File: src/logic/ip_stack_pkg.sv
//********************************************************************
// IP offload shared definitions
// Field widths, register map, reset defaults, MAC command words and
// the state encodings of the bring-up sequencer and transmit arbiter
//********************************************************************

package ip_stack_pkg;

    typedef logic [31:0] ip_addr_t;
    typedef logic [47:0] mac_addr_t;
    typedef logic [7:0]  reg_addr_t;
    typedef logic [31:0] reg_data_t;
    typedef logic [15:0] ip_len_t;
    typedef logic [7:0]  byte_t;
    typedef logic [5:0]  dscp_t;
    typedef logic [1:0]  ecn_t;
    typedef logic [31:0] count_t;

    // Register map
    localparam reg_addr_t ADDR_MAC_CMD   = 8'h02;
    localparam reg_addr_t ADDR_MAC_LO    = 8'h03;
    localparam reg_addr_t ADDR_MAC_HI    = 8'h04;
    localparam reg_addr_t ADDR_LOCAL_IP  = 8'hf0;
    localparam reg_addr_t ADDR_SUBNET    = 8'hf1;
    localparam reg_addr_t ADDR_GATEWAY   = 8'hf2;
    localparam reg_addr_t ADDR_REPLY_CNT = 8'hf4;
    localparam reg_addr_t ADDR_HOST_CNT  = 8'hf5;

    // 192.168.1.1, 255.255.255.0, 192.168.1.253
    localparam ip_addr_t DEFAULT_LOCAL_IP = 32'hc0a8_0101;
    localparam ip_addr_t DEFAULT_SUBNET   = 32'hffff_ff00;
    localparam ip_addr_t DEFAULT_GATEWAY  = 32'hc0a8_01fd;

    // Bits 31 and 13 of the command word clear the statistics
    localparam reg_data_t CMD_CLEAR_BITS = 32'h8000_2000;
    localparam reg_data_t CMD_RESET      = 32'h0000_2000;
    // TX enable, RX enable, gigabit
    localparam reg_data_t CMD_ENABLE     = 32'h0000_000b;

    typedef enum logic [1:0] {
        WAIT,
        WRITE_RESET,
        WRITE_ENABLE,
        DONE
    } init_state_t;

    typedef enum logic [1:0] {
        IDLE,
        HEADER,
        PAYLOAD
    } arb_state_t;

endpackage

File: src/logic/mac_init_seq.sv
//********************************************************************
// MAC bring-up sequencer
// Owns the register bus after reset, writes the reset and enable
// commands, then hands the bus over to the host
//********************************************************************
`timescale 1ns/1ns

module mac_init_seq #(
    parameter int INIT_WAIT = 16
) (
    input  logic                    clk_2,
    input  logic                    rst,
    input  ip_stack_pkg::reg_addr_t reg_addr,
    input  logic                    reg_wr,
    input  ip_stack_pkg::reg_data_t reg_writedata,
    output ip_stack_pkg::reg_addr_t bus_addr,
    output logic                    bus_wr,
    output ip_stack_pkg::reg_data_t bus_writedata,
    output logic                    reg_busy
);

    localparam int CNT_W = $clog2(INIT_WAIT + 1);

    ip_stack_pkg::init_state_t state;
    logic [CNT_W-1:0]          wait_cnt;

    always_ff @(posedge clk_2) begin
        if (rst) begin
            state    <= ip_stack_pkg::WAIT;
            wait_cnt <= '0;
        end else begin
            case (state)
                ip_stack_pkg::WAIT: begin
                    if (wait_cnt == CNT_W'(INIT_WAIT - 1)) begin
                        state <= ip_stack_pkg::WRITE_RESET;
                    end else begin
                        wait_cnt <= wait_cnt + 1'b1;
                    end
                end
                ip_stack_pkg::WRITE_RESET:  state <= ip_stack_pkg::WRITE_ENABLE;
                ip_stack_pkg::WRITE_ENABLE: state <= ip_stack_pkg::DONE;
                default:                    state <= state;
            endcase
        end
    end

    // Bus source select
    always_comb begin
        bus_addr      = ip_stack_pkg::ADDR_MAC_CMD;
        bus_wr        = 1'b0;
        bus_writedata = ip_stack_pkg::CMD_RESET;
        case (state)
            ip_stack_pkg::WRITE_RESET: begin
                bus_wr = 1'b1;
            end
            ip_stack_pkg::WRITE_ENABLE: begin
                bus_wr        = 1'b1;
                bus_writedata = ip_stack_pkg::CMD_ENABLE;
            end
            ip_stack_pkg::DONE: begin
                bus_addr      = reg_addr;
                bus_wr        = reg_wr;
                bus_writedata = reg_writedata;
            end
            default: ;
        endcase
    end

    // Host writes are dropped until this falls
    assign reg_busy = (state != ip_stack_pkg::DONE);

endmodule

File: src/logic/cfg_regs.sv
//********************************************************************
// Configuration register bank
// Address, MAC and command registers with write decode, counter
// clear decode and combinational read-back
//********************************************************************
`timescale 1ns/1ns

module cfg_regs (
    input  logic                     clk_2,
    input  logic                     rst,
    input  ip_stack_pkg::reg_addr_t  bus_addr,
    input  logic                     bus_wr,
    input  ip_stack_pkg::reg_data_t  bus_writedata,
    input  ip_stack_pkg::reg_addr_t  reg_addr,
    output ip_stack_pkg::reg_data_t  reg_readdata,
    input  ip_stack_pkg::count_t     reply_count,
    input  ip_stack_pkg::count_t     host_count,
    output logic                     clear_counters,
    output ip_stack_pkg::ip_addr_t   local_ip,
    output ip_stack_pkg::ip_addr_t   subnet_mask,
    output ip_stack_pkg::ip_addr_t   gateway_ip,
    output ip_stack_pkg::mac_addr_t  local_mac,
    output ip_stack_pkg::reg_data_t  mac_cmd
);

    always_ff @(posedge clk_2) begin
        if (rst) begin
            mac_cmd     <= '0;
            local_mac   <= '0;
            local_ip    <= ip_stack_pkg::DEFAULT_LOCAL_IP;
            subnet_mask <= ip_stack_pkg::DEFAULT_SUBNET;
            gateway_ip  <= ip_stack_pkg::DEFAULT_GATEWAY;
        end else if (bus_wr) begin
            case (bus_addr)
                ip_stack_pkg::ADDR_MAC_CMD:  mac_cmd           <= bus_writedata;
                ip_stack_pkg::ADDR_MAC_LO:   local_mac[31:0]   <= bus_writedata;
                // Upper two MAC bytes only
                ip_stack_pkg::ADDR_MAC_HI:   local_mac[47:32]  <= bus_writedata[15:0];
                ip_stack_pkg::ADDR_LOCAL_IP: local_ip          <= bus_writedata;
                ip_stack_pkg::ADDR_SUBNET:   subnet_mask       <= bus_writedata;
                ip_stack_pkg::ADDR_GATEWAY:  gateway_ip        <= bus_writedata;
                default: ;
            endcase
        end
    end

    // Pulse on a command write carrying either clear bit
    assign clear_counters = bus_wr && (bus_addr == ip_stack_pkg::ADDR_MAC_CMD) &&
                            |(bus_writedata & ip_stack_pkg::CMD_CLEAR_BITS);

    always_comb begin
        case (reg_addr)
            ip_stack_pkg::ADDR_MAC_CMD:   reg_readdata = mac_cmd;
            ip_stack_pkg::ADDR_MAC_LO:    reg_readdata = local_mac[31:0];
            ip_stack_pkg::ADDR_MAC_HI:    reg_readdata = {16'h0000, local_mac[47:32]};
            ip_stack_pkg::ADDR_LOCAL_IP:  reg_readdata = local_ip;
            ip_stack_pkg::ADDR_SUBNET:    reg_readdata = subnet_mask;
            ip_stack_pkg::ADDR_GATEWAY:   reg_readdata = gateway_ip;
            ip_stack_pkg::ADDR_REPLY_CNT: reg_readdata = reply_count;
            ip_stack_pkg::ADDR_HOST_CNT:  reg_readdata = host_count;
            default:                      reg_readdata = '0;
        endcase
    end

endmodule

File: src/logic/tx_frame_stats.sv
//********************************************************************
// Transmit frame statistics
// Completed-frame counters for the host and reply sources
//********************************************************************
`timescale 1ns/1ns

module tx_frame_stats (
    input  logic                 clk_2,
    input  logic                 rst,
    input  logic                 clear_counters,
    input  logic                 host_frame_done,
    input  logic                 reply_frame_done,
    output ip_stack_pkg::count_t host_count,
    output ip_stack_pkg::count_t reply_count
);

    // Clear has priority over a done pulse in the same cycle
    always_ff @(posedge clk_2) begin
        if (rst || clear_counters) begin
            host_count  <= '0;
            reply_count <= '0;
        end else begin
            if (host_frame_done) begin
                host_count <= host_count + 1'b1;
            end
            if (reply_frame_done) begin
                reply_count <= reply_count + 1'b1;
            end
        end
    end

endmodule

File: src/logic/ip_tx_arbiter.sv
//********************************************************************
// IP transmit arbiter
// Merges host and reply frames onto one output, frame by frame,
// with the host port taking priority
//********************************************************************
`timescale 1ns/1ns

module ip_tx_arbiter (
    input  logic                   clk_2,
    input  logic                   rst,

    input  logic                   host_hdr_valid,
    output logic                   host_hdr_ready,
    input  ip_stack_pkg::dscp_t    host_dscp,
    input  ip_stack_pkg::ecn_t     host_ecn,
    input  ip_stack_pkg::ip_len_t  host_length,
    input  logic [7:0]             host_ttl,
    input  logic [7:0]             host_protocol,
    input  ip_stack_pkg::ip_addr_t host_source_ip,
    input  ip_stack_pkg::ip_addr_t host_dest_ip,
    input  ip_stack_pkg::byte_t    host_tdata,
    input  logic                   host_tvalid,
    output logic                   host_tready,
    input  logic                   host_tlast,
    input  logic                   host_tuser,

    input  logic                   reply_hdr_valid,
    output logic                   reply_hdr_ready,
    input  ip_stack_pkg::dscp_t    reply_dscp,
    input  ip_stack_pkg::ecn_t     reply_ecn,
    input  ip_stack_pkg::ip_len_t  reply_length,
    input  logic [7:0]             reply_ttl,
    input  logic [7:0]             reply_protocol,
    input  ip_stack_pkg::ip_addr_t reply_source_ip,
    input  ip_stack_pkg::ip_addr_t reply_dest_ip,
    input  ip_stack_pkg::byte_t    reply_tdata,
    input  logic                   reply_tvalid,
    output logic                   reply_tready,
    input  logic                   reply_tlast,
    input  logic                   reply_tuser,

    output logic                   out_hdr_valid,
    input  logic                   out_hdr_ready,
    output ip_stack_pkg::dscp_t    out_dscp,
    output ip_stack_pkg::ecn_t     out_ecn,
    output ip_stack_pkg::ip_len_t  out_length,
    output logic [7:0]             out_ttl,
    output logic [7:0]             out_protocol,
    output ip_stack_pkg::ip_addr_t out_source_ip,
    output ip_stack_pkg::ip_addr_t out_dest_ip,
    output ip_stack_pkg::byte_t    out_tdata,
    output logic                   out_tvalid,
    input  logic                   out_tready,
    output logic                   out_tlast,
    output logic                   out_tuser,

    output logic                   host_frame_done,
    output logic                   reply_frame_done
);

    ip_stack_pkg::arb_state_t state;
    logic grant_reply;
    logic payload_done;
    logic hdr_accept;
    logic payload_active;
    logic last_hs;

    // Host wins a tie in IDLE
    assign host_hdr_ready  = (state == ip_stack_pkg::IDLE);
    assign reply_hdr_ready = (state == ip_stack_pkg::IDLE) && !host_hdr_valid;
    assign hdr_accept      = (state == ip_stack_pkg::IDLE) && (host_hdr_valid || reply_hdr_valid);
    assign out_hdr_valid   = (state == ip_stack_pkg::HEADER);

    // Payload runs alongside a pending header
    assign payload_active = (state != ip_stack_pkg::IDLE) && !payload_done;
    assign out_tvalid     = payload_active && (grant_reply ? reply_tvalid : host_tvalid);
    assign out_tdata      = grant_reply ? reply_tdata : host_tdata;
    assign out_tlast      = grant_reply ? reply_tlast : host_tlast;
    assign out_tuser      = grant_reply ? reply_tuser : host_tuser;
    assign host_tready    = payload_active && !grant_reply && out_tready;
    assign reply_tready   = payload_active && grant_reply && out_tready;

    assign last_hs          = out_tvalid && out_tready && out_tlast;
    assign host_frame_done  = last_hs && !grant_reply;
    assign reply_frame_done = last_hs && grant_reply;

    always_ff @(posedge clk_2) begin
        if (rst) begin
            state        <= ip_stack_pkg::IDLE;
            grant_reply  <= 1'b0;
            payload_done <= 1'b0;
        end else begin
            case (state)
                ip_stack_pkg::IDLE: begin
                    if (hdr_accept) begin
                        grant_reply  <= !host_hdr_valid;
                        payload_done <= 1'b0;
                        state        <= ip_stack_pkg::HEADER;
                    end
                end
                ip_stack_pkg::HEADER: begin
                    if (out_hdr_ready) begin
                        if (payload_done || last_hs) begin
                            state <= ip_stack_pkg::IDLE;
                        end else begin
                            state <= ip_stack_pkg::PAYLOAD;
                        end
                    end else if (last_hs) begin
                        payload_done <= 1'b1;
                    end
                end
                ip_stack_pkg::PAYLOAD: begin
                    if (last_hs) begin
                        state <= ip_stack_pkg::IDLE;
                    end
                end
                default: state <= ip_stack_pkg::IDLE;
            endcase
        end
    end

    // Header capture
    always_ff @(posedge clk_2) begin
        if (hdr_accept) begin
            out_dscp      <= host_hdr_valid ? host_dscp      : reply_dscp;
            out_ecn       <= host_hdr_valid ? host_ecn       : reply_ecn;
            out_length    <= host_hdr_valid ? host_length    : reply_length;
            out_ttl       <= host_hdr_valid ? host_ttl       : reply_ttl;
            out_protocol  <= host_hdr_valid ? host_protocol  : reply_protocol;
            out_source_ip <= host_hdr_valid ? host_source_ip : reply_source_ip;
            out_dest_ip   <= host_hdr_valid ? host_dest_ip   : reply_dest_ip;
        end
    end

endmodule

File: src/logic/ip_stack_top.sv
//********************************************************************
// UDP/IP offload control plane and transmit path
// Bring-up sequencer, register bank, frame statistics and the
// two-port transmit arbiter
//********************************************************************
`timescale 1ns/1ns

module ip_stack_top #(
    parameter int INIT_WAIT = 16
) (
    input  logic                    clk_2,
    input  logic                    rst,

    input  ip_stack_pkg::reg_addr_t reg_addr,
    input  logic                    reg_wr,
    input  logic                    reg_rd,
    input  ip_stack_pkg::reg_data_t reg_writedata,
    output ip_stack_pkg::reg_data_t reg_readdata,
    output logic                    reg_busy,

    input  logic                    host_hdr_valid,
    output logic                    host_hdr_ready,
    input  ip_stack_pkg::dscp_t     host_dscp,
    input  ip_stack_pkg::ecn_t      host_ecn,
    input  ip_stack_pkg::ip_len_t   host_length,
    input  logic [7:0]              host_ttl,
    input  logic [7:0]              host_protocol,
    input  ip_stack_pkg::ip_addr_t  host_source_ip,
    input  ip_stack_pkg::ip_addr_t  host_dest_ip,
    input  ip_stack_pkg::byte_t     host_tdata,
    input  logic                    host_tvalid,
    output logic                    host_tready,
    input  logic                    host_tlast,
    input  logic                    host_tuser,

    input  logic                    reply_hdr_valid,
    output logic                    reply_hdr_ready,
    input  ip_stack_pkg::dscp_t     reply_dscp,
    input  ip_stack_pkg::ecn_t      reply_ecn,
    input  ip_stack_pkg::ip_len_t   reply_length,
    input  logic [7:0]              reply_ttl,
    input  logic [7:0]              reply_protocol,
    input  ip_stack_pkg::ip_addr_t  reply_source_ip,
    input  ip_stack_pkg::ip_addr_t  reply_dest_ip,
    input  ip_stack_pkg::byte_t     reply_tdata,
    input  logic                    reply_tvalid,
    output logic                    reply_tready,
    input  logic                    reply_tlast,
    input  logic                    reply_tuser,

    output logic                    out_hdr_valid,
    input  logic                    out_hdr_ready,
    output ip_stack_pkg::dscp_t     out_dscp,
    output ip_stack_pkg::ecn_t      out_ecn,
    output ip_stack_pkg::ip_len_t   out_length,
    output logic [7:0]              out_ttl,
    output logic [7:0]              out_protocol,
    output ip_stack_pkg::ip_addr_t  out_source_ip,
    output ip_stack_pkg::ip_addr_t  out_dest_ip,
    output ip_stack_pkg::byte_t     out_tdata,
    output logic                    out_tvalid,
    input  logic                    out_tready,
    output logic                    out_tlast,
    output logic                    out_tuser,

    output ip_stack_pkg::ip_addr_t  local_ip,
    output ip_stack_pkg::ip_addr_t  subnet_mask,
    output ip_stack_pkg::ip_addr_t  gateway_ip,
    output ip_stack_pkg::mac_addr_t local_mac,
    // Command word for a MAC attached later
    output ip_stack_pkg::reg_data_t mac_cmd
);

    // Sequencer to register bank
    ip_stack_pkg::reg_addr_t bus_addr;
    logic                    bus_wr;
    ip_stack_pkg::reg_data_t bus_writedata;

    logic                    clear_counters;
    logic                    host_frame_done;
    logic                    reply_frame_done;
    ip_stack_pkg::count_t    host_count;
    ip_stack_pkg::count_t    reply_count;

    mac_init_seq #(
        .INIT_WAIT(INIT_WAIT)
    ) u_mac_init_seq (
        .*
    );

    cfg_regs u_cfg_regs (
        .*
    );

    tx_frame_stats u_tx_frame_stats (
        .*
    );

    ip_tx_arbiter u_ip_tx_arbiter (
        .*
    );

endmodule

File: config.mk
export PLATFORM = sky130hd
export DESIGN_NAME = ip_stack_top
export DESIGN_NICKNAME = d
export VERILOG_FILES = /design/src/logic/ip_stack_pkg.sv /design/src/logic/mac_init_seq.sv /design/src/logic/cfg_regs.sv /design/src/logic/tx_frame_stats.sv /design/src/logic/ip_tx_arbiter.sv /design/src/logic/ip_stack_top.sv
export SDC_FILE = /design/constraint.sdc
export NUM_CORES = 1
export LEC_CHECK = 0
export ABC_AREA = 1
export CAP_MARGIN = 20
export CORE_AREA = 5 5 236 238
export CTS_BUF_LIST = sky130_fd_sc_hd__clkbuf_4 sky130_fd_sc_hd__clkbuf_8
export DETAILED_ROUTE_END_ITERATION = 7
export DIE_AREA = 0 0 241 243
export DONT_BUFFER_PORTS = 1
export GPL_ROUTABILITY_DRIVEN = 0
export PLACE_DENSITY = 0.57
export SYNTH_ARGS = -nofsm -noshare
export SYNTH_HDL_FRONTEND = slang
export SYNTH_HIERARCHICAL = 1
export SYNTH_SLANG_ARGS = --single-unit
File: constraint.sdc
create_clock -name clk_2 -period 3.2 [get_ports clk_2]
set_clock_uncertainty 0.05 [all_clocks]
set_input_delay 0.48 -clock clk_2 [delete_from_list [all_inputs] [get_ports clk_2]]
set_output_delay 0.48 -clock clk_2 [all_outputs]
set_load 0.03 [all_outputs]
Word level (Yosys, flattened, before mapping)
Cells that the tools add are included.
W data, S select, Z words.
- add/sub/neg operators: 3
- equality and inequality tests: 27
- muxes and demuxes: 26
- bitwise logic cells: 1
- reductions and logical operators: 38
- operators by type and width (kind ; number):
    $pmux W32 S8 ; 1
    $add A32 B1 Y32 const B ; 2
    $eq A8 B8 Y1 const B ; 8
    $mux W32 ; 2
    $pmux W32 S2 ; 1
    $eq A8 B2 Y1 const B ; 4
    $mux W8 ; 4
    $reduce_and A2 Y1 ; 9
    $eq A8 B3 Y1 const B ; 2
    $mux W16 ; 1
    $logic_and A1 B1 Y1 ; 14
    $mux W2 ; 6
    $pmux W2 S3 ; 2
    $ne A2 B1 Y1 const B ; 5
    $eq A2 B2 Y1 const B ; 3
    $mux W1 ; 6
    $mux W6 ; 1
    $add A5 B1 Y5 const B ; 1
    $eq A5 B4 Y1 const B ; 1
    $eq A2 B1 Y1 const B ; 2
    $logic_not A2 Y1 ; 2
    $ne A2 B2 Y1 const B ; 2
    $pmux W1 S2 ; 2
    $reduce_and A4 Y1 ; 1
    7 further kinds ; 13
- register bits: 355
- bits of input ports: 278
- output and inout port bits: 329
- logic and storage cells: 115

Depth between registers and ports, before layout
Gate-level depths: netlist of run 1.
- depth in word-level cells: 9
- mapped depth: 15
- depth with buffers taken out: 14

Cells and area by module
The synthesis of run 1 kept the hierarchy.
- modules (own cells, without submodules) (module ; instances ; cells each ; area each (um^2) ; seq. area each (um^2)):
    cfg_regs ; 1 ; 1410 ; 9071.2 ; 3523.4
    ip_tx_arbiter ; 1 ; 523 ; 4849.7 ; 3203.1
    tx_frame_stats ; 1 ; 549 ; 3415.8 ; 1281.2
    mac_init_seq ; 1 ; 139 ; 726.9 ; 140.1

Least setup slack after synthesis of run 1
OpenSTA, ideal clock, no wires.
- path type: input -> register
- from: input port host_hdr_valid
- to: register u_ip_tx_arbiter.out_dest_ip[0], enable pin
- setup time: 0.441 ns
- arrival: 2.452 ns
- required time: 2.709 ns
- path slack: 0.257 ns
- stages: 3
- buffers on the path: 1
- cells stage by stage: buf_4 -> inv_4 -> a21oi_4
- longest elaborated chain between the ends: 2
- ends and longest elaborated chain (element ; RTL line ; RTL):
    start, declared ; ip_stack_top.sv:21 ; input logic host_hdr_valid,
    $logic_or A1 B1 Y1 ; ip_tx_arbiter.sv:71 ; assign hdr_accept = (state == ip_stack_pkg::IDLE) && (host_hdr_valid || reply_hdr_valid);
    $logic_and A1 B1 Y1 ; ip_tx_arbiter.sv:71 ;
    net u_ip_tx_arbiter.hdr_accept ; ip_tx_arbiter.sv:64 ; logic hdr_accept;
    end signal, assigned ; ip_tx_arbiter.sv:131 ; out_dest_ip <= host_hdr_valid ? host_dest_ip : reply_dest_ip;
    end, declared ; ip_tx_arbiter.sv:50 ; output ip_stack_pkg::ip_addr_t out_dest_ip,
The timed path passes the listed nets, and every way through them passes these cells.
A chain may end at the register's enable or synchronous reset.

Final worst setup path of run 1
- from: register u_mac_init_seq.state[1]
- to: register u_cfg_regs.subnet_mask[18]
- longest elaborated chain between the ends: 4
- elaborated cells on any way between the ends: 9
- those cells by class: 4 x eq/ne; 3 x mux; 2 x reduce/logical
- ends and longest elaborated chain (element ; RTL line ; RTL):
    start, declared ; mac_init_seq.sv:24 ; ip_stack_pkg::init_state_t state;
    start signal, assigned ; mac_init_seq.sv:29 ; state <= ip_stack_pkg::WAIT;
    start signal, assigned ; mac_init_seq.sv:35 ; state <= ip_stack_pkg::WRITE_RESET;
    start signal, assigned ; mac_init_seq.sv:40 ; ip_stack_pkg::WRITE_RESET: state <= ip_stack_pkg::WRITE_ENABLE;
    $eq A2 B1 Y1 / $eq A2 B2 Y1 (equally long branches) ; mac_init_seq.sv:52 ; case (state)
    $reduce_or A2 Y1 (no line) ; -- ;
    $pmux W1 S2 * ; mac_init_seq.sv:52 ;
    net bus_wr ; ip_stack_top.sv:76 ; logic bus_wr;
    $reduce_and A2 Y1 (no line) * ; -- ;
    end signal, assigned ; cfg_regs.sv:31 ; subnet_mask <= ip_stack_pkg::DEFAULT_SUBNET;
    end signal, assigned ; cfg_regs.sv:40 ; ip_stack_pkg::ADDR_SUBNET: subnet_mask <= bus_writedata;
    end, declared ; cfg_regs.sv:20 ; output ip_stack_pkg::ip_addr_t subnet_mask,
The timed path passes the listed nets; every way through them passes the cells marked *.

==> summary.txt, run 1 <==
Worst setup path
  • Crit path max fanout: 45
  • Critical path launch point type: flop
  • CP arrival: about 3400 ps
  • CP startpoint: u_mac_init_seq/state[1]$_SDFFE_PP0P_
  • Worst R2R Start: u_mac_init_seq/state[1]$_SDFFE_PP0P_
  • Worst setup EP type: flop
  • Path type of the worst setup path: reg2reg
  • CP required: 3660 ps

Final layout
  • Area Growth Syn to Fin: 21.85%
  • Final #Nets: between 3000 and 4000
  • Share of layout cells above drive strength 1: 8.585%
  • Layout filler cell count: 5433
  • Most frequent cells in the layout: 913 x nand2_1, 422 x nor2_1, 284 x nand3_1
  • Final instance area: about 0.022 mm^2
  • Most common cell after layout, fill and taps aside: nand2_1

Global routing
  • Gr ovfl total: 0
  • Initial antenna violation count: 11
  • First-pass GRT wire length: 113.7 mm
  • Vias in the first global route: ~17000
  • GRT Total Usage: around a quarter
  • Pin count of the biggest net entering global routing: 88

Timing
  • Fin crit period: slightly below 3000 ps
  • Worst Tran Pin Value: a little over 1000 ps
  • Tcrit/Tclk final: 93.13%
  • Worst rel slew slack: 32.31%
  • Unrepaired setup endpoints after global routing: no
  • Setup TNS: 0 ps
  • Final number of setup-violating endpoints: 0
  • Final Hold Vio Count: 0
  • Fin. max-slew vios: 0
  • Achievable Freq: 0.3355 GHz

Power
  • P per Cell Area: 518.9 mW/mm^2
  • VDD IR max: 0.2874 mV
  • P_leak: roughly 9.9 nW

Logic synthesis
  • FFs w/ async S/R, synth: 0%
  • Yosys reg bits: 355
  • Number of synthesized flops with an enable pin: around 100
  • Cell Area, Synth: 0.01806 mm^2
  • Sequential share of the synthesized area: 45.11%
  • Yosys warnings: 6
  • Mapped Avg Cell Area: around 6.9 um^2
  • Synthesized instance count: about 2600
  • Post-synth top area cell: dfxtp_1
  • Syn Nets: 2907
  • Yosys cell types: 41
  • Top cell type's share of synthesized area: 27.82%
  • Main synth FF type: dfxtp_1
  • Largest cells by area after synthesis: dfxtp_1 28%, nand2_1 19%, edfxtp_1 17%

Place
  • HPWL after DPL: 57.63 mm
  • Area post-placement: 0.01871 mm^2
  • PortBufs: 0

Die
  • Starting Density: 33.83%
  • Chip Width: between 200 and 250 um
  • Die height: ~240 um
  • Row count: 85
  • Die Area: roughly 0.059 mm^2
  • # IOs: between 600 and 700
  • CORE AREA: ~0.053 mm^2

Drt
  • Remaining DRCs: 0
  • Vias per cell: 5.270
  • Iter 0 DRT Violations: 1971
  • WL/cell: 22.60 um
  • TritonRoute pass-1 iters: 6
  • Drt total wl: 79.60 mm
  • DRT antenna net count: 0
  • Via count: 18570

Clock tree
  • Cts bufs inserted: 67
  • Clock-pin slew on the worst setup and hold paths: approximately 60 ps
  • # Post-CTS Setup Buffers: 0
  • Hold buffers post-CTS: 181
  • TritonCTS clock tree: built
  • H-tree levels: 3
  • Maximum root-to-sink buffer count: 3
  • Sink Count: between 300 and 400
  • Skew-Pair Late Insertion Delay: 680 ps
  • Post-CTS sizing: 0
  • Root buf cell: clkbuf_8

Flow run
  • Max_cap viols: 0

Min path
  • Hold crit path type: in2reg
  • HP Start: reg_writedata[8]

Outcome
  • Outcome: finished clean
==> area by class of cell <==
class                   count  area (um^2)  share of cell area, %
well taps                 696        870.8                  3.956
diodes                      8        20.02                0.09095
multi-input cells        1918         8531                  38.76
repair buffers            220         2220                  10.08
inverters                 206        778.2                  3.536
clock inverters            18        190.2                 0.8640
clock buffers             102         1254                  5.696
flip-flops and latches    355         8148                  37.02
==> routing by layer <==
metal	up-vias	part of all wire (%)	global-route usage [%]
met5	-	0.049	0
met4	6	3.3	9.492
met3	169	12	10.47
met2	1070	46	41.02
met1	8660	38	30.72
li1	8662	-	-
==> synth_stat cells, types with 2 or more instances <==
cell      instances
nor2_1          429
nor2_2           15
o21ai_0          15
o211ai_1         20
nand3_1         286
nor2_4            9
buf_1            13
o21ai_1          29
ha_1              8
a31oi_1           6
clkbuf_1         60
xnor2_1           4
inv_1           197
nand3b_1          2
nor3_1            9
o211ai_2         24
o21ai_2           2
buf_4            16
o21bai_1          2
nand2_2          10
xor2_1            2
o21a_1            4
dfxtp_1         251
nand2_1         913
buf_2            53
inv_2             8
edfxtp_1        104
nand4_1          51
a21oi_1          67
==> final timing paths <==
check                                                                    to  slack [ps]  cells after the start
worst max-delay path                u_cfg_regs/subnet_mask[18]$_SDFFE_PP1P_         220                     10
worst min-delay path                     u_cfg_regs/mac_cmd[8]$_SDFFE_PP0P_          50                      4
worst max register to register      u_cfg_regs/subnet_mask[18]$_SDFFE_PP1P_         220                     10
worst min register to register  u_tx_frame_stats/host_count[8]$_SDFFE_PP0P_         450                      1
==> cell families after synthesis <==
kind of cell | count (synthesis) | synth area share, %
fa+ha+maj | 8 | 0.5542
simple gates | 1732 | 39.80
compound gates | 172 | 6.303
flops | 355 | 45.11
xor+xnor | 6 | 0.2909
buf+inv | 348 | 7.945
==> worst max-delay path, stage by stage (launching register included) <==
cell and delay (ps):
dfxtp_1 410, inv_1 80, ha_1 340, a21oi_1 50, nor2_1 250, nand2_2 180
nor2_8 480, nand3_2 410, buf_12 310, nand2_1 130, o211ai_2 90
==> metrics by stage <==
step           utilization (%)  cells  power (mW)  setup WS [ps]  hold slack (ps)
4_1_cts                  41.19   3515       11.49          279.4            1.631
3_3_place_gp             35.04   3214       6.363          403.1            429.4
3_5_place_dp             35.04   3214       6.395          280.4            444.9
2_1_floorplan                -   2621       6.111          257.0            405.8
6_report                 41.23   3523       11.42          219.7            54.60
5_1_grt                  41.21   3520       11.84          53.80            13.00
==> sequential cells by signal, indices dropped and copies added, names as in the netlist, 16 cells and up <==
register                       cells
u_cfg_regs/local_mac              48
u_cfg_regs/gateway_ip             32
u_cfg_regs/local_ip               32
u_cfg_regs/mac_cmd                32
u_cfg_regs/subnet_mask            32
u_ip_tx_arbiter/out_dest_ip       32
u_ip_tx_arbiter/out_source_ip     32
u_tx_frame_stats/host_count       32
u_tx_frame_stats/reply_count      32
u_ip_tx_arbiter/out_length        16
==> power breakdown <==
part	internal (mW)	switching [mW]	leakage, nW
Sequential	4.95	0.554	3.05
Clock	2.76	2.08	0.766
Combinational	0.369	0.709	6.07
Total	8.08	3.34	9.89
(Power assumes the default switching activity.)
==> run 2, diff against run 1 <==
Settings changed: PLACE_DENSITY 0.57 to 0.55, RECOVER_POWER from default to 100, SYNTH_HIERARCHICAL 1 to default.
==> run 2 against run 1 <==
  * The flow now finishes with violations (max-capacitance violations, max-slew violations)
  * Utilization shrank 0.94 points
  * Die area is the same
  * Total power rose by 11%
  * Largest power group unchanged
  * First-iteration DRC count is 33% lower
  * Combinational power rose by 56%
  * Worst setup slack worse by 64 ps
  * Synthesized cell count down 9.3%
  * Via count is 5.1% lower
  * Critical path type is now in2out
  * Final cell count down 4.4%
  * Register-to-register slack improved by 20 ps
  * Hold slack worse by 3.0 ps
  * Sequential power increased by 16%
==> summary.txt, run 2 <==
Logic synthesis
  • Sequential share of the synthesized area: 47.65%
  • Most frequent cell after synthesis: nand2_1
  • Top cell type's share of synthesized area: 29.39%
  • Yosys cell types: 35
  • Post-synth top area cell: dfxtp_1
  • Main synth FF type: dfxtp_1
  • Number of synthesized flops with an enable pin: 104
  • Yosys reg bits: 355
  • Cell Area, Synth: 0.01710 mm^2
  • Yosys warnings: 0
  • Synthesized instance count: 2378
  • Largest cells by area after synthesis: dfxtp_1 29%, edfxtp_1 18%, nand2_1 18%
  • Mapped Avg Cell Area: 7.190 um^2
  • Syn Nets: 2666
  • Post-synth top cells: 830 x nand2_1, 292 x nor2_1, 251 x dfxtp_1, 181 x inv_1, 176 x o21ai_0
  • FFs w/ async S/R, synth: 0%

Place
  • Place WS: slightly above 400 ps
  • PortBufs: 0
  • HPWL after DPL: 56.52 mm

Clock tree
  • Sink Count: roughly 360
  • TritonCTS clock tree: built
  • Skew-Pair Late Insertion Delay: 640 ps
  • H-tree levels: 3
  • Clock-pin slew on the worst setup and hold paths: 60 ps
  • Maximum root-to-sink buffer count: 3
  • Cts bufs inserted: 67
  • Post-CTS sizing: 0
  • Root buf cell: clkbuf_8

Min path
  • Hold crit path type: in2reg
  • HP Start: reply_source_ip[3]
  • Hold Path Depth: 2
  • Hold Path End: u_ip_tx_arbiter.out_source_ip[3]$_DFFE_PP_

Global routing
  • Pin count of the biggest net entering global routing: 107
  • GRT Max-Usage Layer: met2
  • Routing usage on met2: 42.61%
  • Vias in the first global route: 17030
  • Met1 usage: 26.70%
  • Gr ovfl total: 0
  • Initial antenna violation count: 13
  • GR Util met3: 8.537%
  • First-pass GRT wire length: 109.5 mm
  • GRT Total Usage: 24.57%

Drt
  • Vias per cell: about 5.2
  • WL/cell: 22.92 um
  • Via count: 17610
  • Drt total wl: 77.18 mm
  • TritonRoute pass-1 iters: 5
  • DRT antenna net count: 0
  • Remaining DRCs: 0
  • Iter 0 DRT Violations: 1321

Worst setup path
  • Worst setup EP type: output pin
  • Path type of the worst setup path: in2out
  • Worst R2R Start: u_ip_tx_arbiter.state[0]$_SDFFE_PP0P_
  • Worst reg-to-reg setup slack: about 240 ps
  • Critical path launch point type: primary input
  • CP required: 2670 ps
  • Crit path max fanout: 15
  • Critical R2R Capture: u_ip_tx_arbiter.out_source_ip[5]$_DFFE_PP_
  • CP arrival: 2510 ps
  • R2R depth: 4

Final layout
  • Max reg flops: 48
  • Final #Nets: 2913
  • Share of layout cells above drive strength 1: 7.159%
  • Most frequent cells in the layout: 832 x nand2_1, 296 x nor2_1, 251 x dfxtp_1
  • Most common cell after layout, fill and taps aside: nand2_1
  • Area Growth Syn to Fin: 25.79%
  • Reg with most FFs: u_cfg_regs.local_mac
  • Final core occ: about two fifths

Die
  • Row count: 85
  • Die height: 243 um
  • Die Area: approximately 0.059 mm^2
  • # IOs: 607
  • Starting Density: 32.02%
  • CORE AREA: 0.05339 mm^2
  • Chip Width: 241 um

Timing
  • Final Hold Vio Count: 0
  • Final number of setup-violating endpoints: 0
  • Tcrit/Tclk final: a little over nine tenths
  • Achievable Freq: ~0.33 GHz
  • Worst rel slew slack: -44.24%
  • Unrepaired setup endpoints after global routing: no
  • Fin. max-slew vios: 106
  • Setup TNS: 0 ps
  • Fin crit period: 3044 ps
  • Final worst setup slack: 155.8 ps
  • Worst Tran Pin Value: 2164 ps

Outcome
  • Violated checks: max-capacitance violations, max-slew violations
  • Outcome: finished with violations

Flow run
  • Max_cap viols: 1

Power
  • P per Cell Area: 586.9 mW/mm^2
  • VDD IR max: 0.3924 mV
  • P_leak: about 9 nW
## run 2: changes by cell type after synthesis, moves of 16 or more
cell,previous run,this run
o21ai_1,29,4
a21oi_1,67,145
o21ai_0,15,176
buf_2,53,24
nand2_1,913,830
inv_1,197,181
nand4_1,51,13
o22ai_1,0,24
nor2_1,429,292
nand3_1,286,101
## run 2: worst max-delay path, cell delays in order
cell	delay (ps)
inv_2	30
nand2_1	110
nor3_2	370
nand2_1	130
inv_1	630
nand2_1	100
o21ai_0	110
nor2_1	130
nand2_1	70
dlymetal6s2s_1	340
## run 2: per-layer routing
layer	wire length, um	share of wire, %	up-vias
met2	37610	49	978
met1	26810	35	8238
met5	0	0	-
met4	4029	5.2	0
li1	-	-	8179
met3	8733	11	218
## run 2: final cells by class
| type | count | area (um^2) |
|---|---|---|
| fill | 5415 | 31880 |
| inverter | 195 | 735.7 |
| tap | 696 | 870.8 |
| sequential | 355 | 8148 |
| clock buffer | 95 | 1170 |
| timing repair buffer | 294 | 2867 |
| clock inverter | 17 | 171.4 |
| multi-input combinational | 1712 | 7535 |
| antenna | 4 | 10.01 |
## run 2: kinds of logic after synthesis
family	after synthesis	synth area share, %
buffers and inverters	311	7.640
xor gates and xnor gates	17	0.8708
and+or+nand+nor	1287	30.07
adders and majority gates	10	0.7318
AOI/OAI and AO/OA	398	13.03
DFF	355	47.65
## run 2: what timing repair did
item,CTS,global route
hold buffers,217,0
hold endpoints to repair,114,0
buffers inserted,0,0
## run 2: stage by stage
step / power, mW / std cells / area [um^2] / hold slack [ps]
6_report: 12.62 / 3368 / 21510 / 51.59
3_3_place_gp: 7.861 / 3035 / 18480 / 407.6
2_1_floorplan: 7.294 / 2378 / 17110 / 395.4
4_1_cts: 12.76 / 3364 / 21990 / 1.098
5_1_grt: 13.13 / 3368 / 21510 / 27.21
3_5_place_dp: 7.920 / 3035 / 18480 / 421.9
## run 2: worst max-delay path by stage
stage | startpoint | end | slack [ps] | cells after the start
after floorplan | u_ip_tx_arbiter.state[0]$_SDFFE_PP0P_ | u_ip_tx_arbiter.payload_done$_SDFFE_PP0P_ | 50 | 6
after global placement | u_ip_tx_arbiter.grant_reply$_SDFFE_PP0P_ | u_tx_frame_stats.host_count[4]$_SDFFE_PP0P_ | 470 | 6
after global routing | u_ip_tx_arbiter.state[0]$_SDFFE_PP0P_ | u_ip_tx_arbiter.out_source_ip[7]$_DFFE_PP_ | 50 | 4
after detailed placement | u_ip_tx_arbiter.grant_reply$_SDFFE_PP0P_ | u_tx_frame_stats.host_count[9]$_SDFFE_PP0P_ | 420 | 8
final | reg_addr[3] | reg_readdata[10] | 160 | 10
after CTS | u_ip_tx_arbiter.grant_reply$_SDFFE_PP0P_ | host_tready | 160 | 3
## run 2: report_power, final
part | internal, mW | total (mW) | switching [mW]
Clock | 2.53 | 4.58 | 2.04
Sequential | 5.16 | 6.36 | 1.20
Combinational | 0.549 | 1.69 | 1.14
Total | 8.24 | 12.6 | 4.38
==> run 3, diff against run 2 <==
Settings changed: CORE_AREA 5 5 236 238 to 5 5 234 236, DIE_AREA 0 0 241 243 to 0 0 239 241, PLACE_DENSITY 0.55 to 0.56, REMOVE_ABC_BUFFERS from default to 1.
==> run 3 against run 2 <==
  * The run still ends with max-capacitance violations, max-slew violations left
  * Worst setup slack improved by 86 ps
  * Largest power group unchanged
  * Maximum frequency increased by 2.9%
  * Clock power about the same
  * Total power decreased by 0.26%
  * Hold slack got worse by 9.3 ps
  * Final cell count increased by 0.15%
  * Wire length decreased by 1.3%
  * First-iteration DRC count increased by 16%
  * Largest cell class unchanged
  * Die area decreased by 1.6%
  * Utilization increased by 0.95 points
  * Highest routed layer unchanged
==> summary.txt, run 3 (synthesized netlist as in run 2, its figures left out) <==
Min path
  • Hold crit path type: in2reg
  • Hold Path Depth: 2

Drt
  • Iter 0 DRT Violations: 1534
  • TritonRoute pass-1 iters: 5
  • Remaining DRCs: 0
  • Drt total wl: between 70 and 80 mm
  • Vias per cell: roughly 5.3
  • WL/cell: 22.58 um
  • DRT antenna net count: 0
  • Via count: around 18000

Timing
  • Worst Tran Pin Value: 1935 ps
  • Tcrit/Tclk final: 92.45%
  • Worst rel slew slack: -29.00%
  • Achievable Freq: about 0.34 GHz
  • Final Hold Vio Count: 0
  • Unrepaired setup endpoints after global routing: no
  • Fin crit period: 2959 ps
  • Final worst setup slack: 241.5 ps
  • Hold Worst Slack: between 40 and 50 ps
  • Final number of setup-violating endpoints: 0
  • Fin. max-slew vios: 77

Worst setup path
  • R2R depth: 7
  • Worst setup EP type: output pin
  • Crit path max fanout: 13
  • CP required: 2670 ps
  • CP arrival: between 2000 and 2500 ps
  • Path type of the worst setup path: in2out
  • Critical path launch point type: primary input

Power
  • P_leak: 8.916 nW
  • P per Cell Area: 584.5 mW/mm^2
  • Clk pwr share: approximately 36%
  • VDD IR max: 0.3708 mV
  • Int Power: 8.185 mW
  • Sw power: 4.405 mW
  • Sw frac: 34.99%
  • Flop pwr share: 50.3%
  • Logic gate share of total power: 13.2%

Final layout
  • Register area: 0.008148 mm^2
  • Most frequent cells in the layout: 833 x nand2_1, 295 x nor2_1, 251 x dfxtp_1
  • Final instance area: 0.02154 mm^2
  • Final #Nets: approximately 2900
  • Share of layout cells above drive strength 1: 7.159%
  • Area of the multi-input gates: 0.007552 mm^2
  • Max reg flops: 48
  • Layout filler cell count: 5218
  • Area Growth Syn to Fin: 25.99%
  • Most common cell after layout, fill and taps aside: nand2_1
  • Reg with most FFs: u_cfg_regs.local_mac
  • Layout Cells excl Fill: between 3000 and 4000

Clock tree
  • Maximum root-to-sink buffer count: 3
  • Cts bufs inserted: 66
  • Skew-Pair Late Insertion Delay: approximately 650 ps
  • Root buf cell: clkbuf_8
  • TritonCTS clock tree: built
  • H-tree levels: 3
  • Post-CTS sizing: 0
  • Sink Count: 355
  • Clock-pin slew on the worst setup and hold paths: 60 ps

Global routing
  • Vias in the first global route: 17000
  • First-pass GRT wire length: 108.3 mm
  • Pin count of the biggest net entering global routing: 112
  • Met1 usage: between 20 and 30%
  • Initial antenna violation count: 7
  • GRT Total Usage: 24.72%
  • Gr ovfl total: 0
  • GR Util met3: 8.559%
  • Routing usage on met2: 42.26%
  • GRT Max-Usage Layer: met2

Flow run
  • Max_cap viols: 2

Place
  • PortBufs: 0
  • HPWL after DPL: 54.37 mm
  • Place WS: 537.4 ps
  • Area post-placement: ~0.018 mm^2
  • DP Cell Count: 3015

Die
  • Die Area: 0.05760 mm^2
  • Row count: 84
  • Die height: roughly 240 um
  • Chip Width: 239 um
  • CORE AREA: roughly 0.052 mm^2
  • Starting Density: 32.73%
  • # IOs: 607

Outcome
  • Outcome: finished with violations
  • Violated checks: max-capacitance violations, max-slew violations
-- run 3: what timing repair did --
item | 4_1_cts | 5_1_grt
setup endpoints to repair | 0 | 0
setup buffers | 0 | 0
endpoints found under the hold margin | 147 | 1
hold buffers | 236 | 1
-- run 3: final cells by class --
| cell class | count | area share [%] |
|---|---|---|
| Tap cell | 688 | 3.996 |
| Clock inverter | 16 | 0.6157 |
| Antenna cell | 3 | 0.03485 |
| Multi-Input combinational cell | 1712 | 35.06 |
| Clock buffer | 102 | 5.704 |
| Sequential cell | 355 | 37.83 |
| Inverter | 195 | 3.415 |
| Timing Repair Buffer | 302 | 13.35 |
-- run 3: power by group through the flow --
stage                     registers (mW)  clock network [mW]  logic, mW
final                               6.33                4.59       1.67
after global routing                6.37                4.90       1.81
after CTS                           6.32                4.68       1.70
after detailed placement            6.41                   0       1.43
after global placement              6.40                   0       1.39
after floorplan                     6.29                   0      0.938
-- run 3: worst max-delay path, cell delays in order --
cell and delay [ps]:
nand4_1 160, inv_1 190, nand2_1 360, dlymetal6s2s_1 520, o22ai_1 180, nor2_1 220
nand2_1 120, clkbuf_2 200
-- run 3: path summary, 6_finish.rpt --
| path | from | to | slack, ps |
|---|---|---|---|
| hold reg to reg | u_mac_init_seq.wait_cnt[3]$_SDFFE_PP0P_ | u_mac_init_seq.wait_cnt[3]$_SDFFE_PP0P_ | 440 |
| setup reg to reg | u_mac_init_seq.state[1]$_SDFFE_PP0P_ | u_cfg_regs.local_mac[9]$_SDFFE_PP0P_ | 280 |
| setup / recovery | reg_addr[7] | reg_readdata[23] | 240 |
| hold / removal | reply_source_ip[25] | u_ip_tx_arbiter.out_source_ip[25]$_DFFE_PP_ | 40 |
-- run 3: metal layers --
layer	vias to the layer above	part of all wire, %
met4	0	4.2
li1	8179	-
met1	8339	36
met5	-	0
met3	210	11
met2	1035	49
-- run 3: stage by stage --
stage / util (%) / setup TNS (ps) / power, mW
global route: 41.24 / 0 / 13.08
finish: 41.24 / 0 / 12.59
floorplan: - / -643300 / 7.232
CTS: 42.19 / 0 / 12.70
detailed placement: 35.07 / 0 / 7.843
global placement: 35.07 / 0 / 7.787
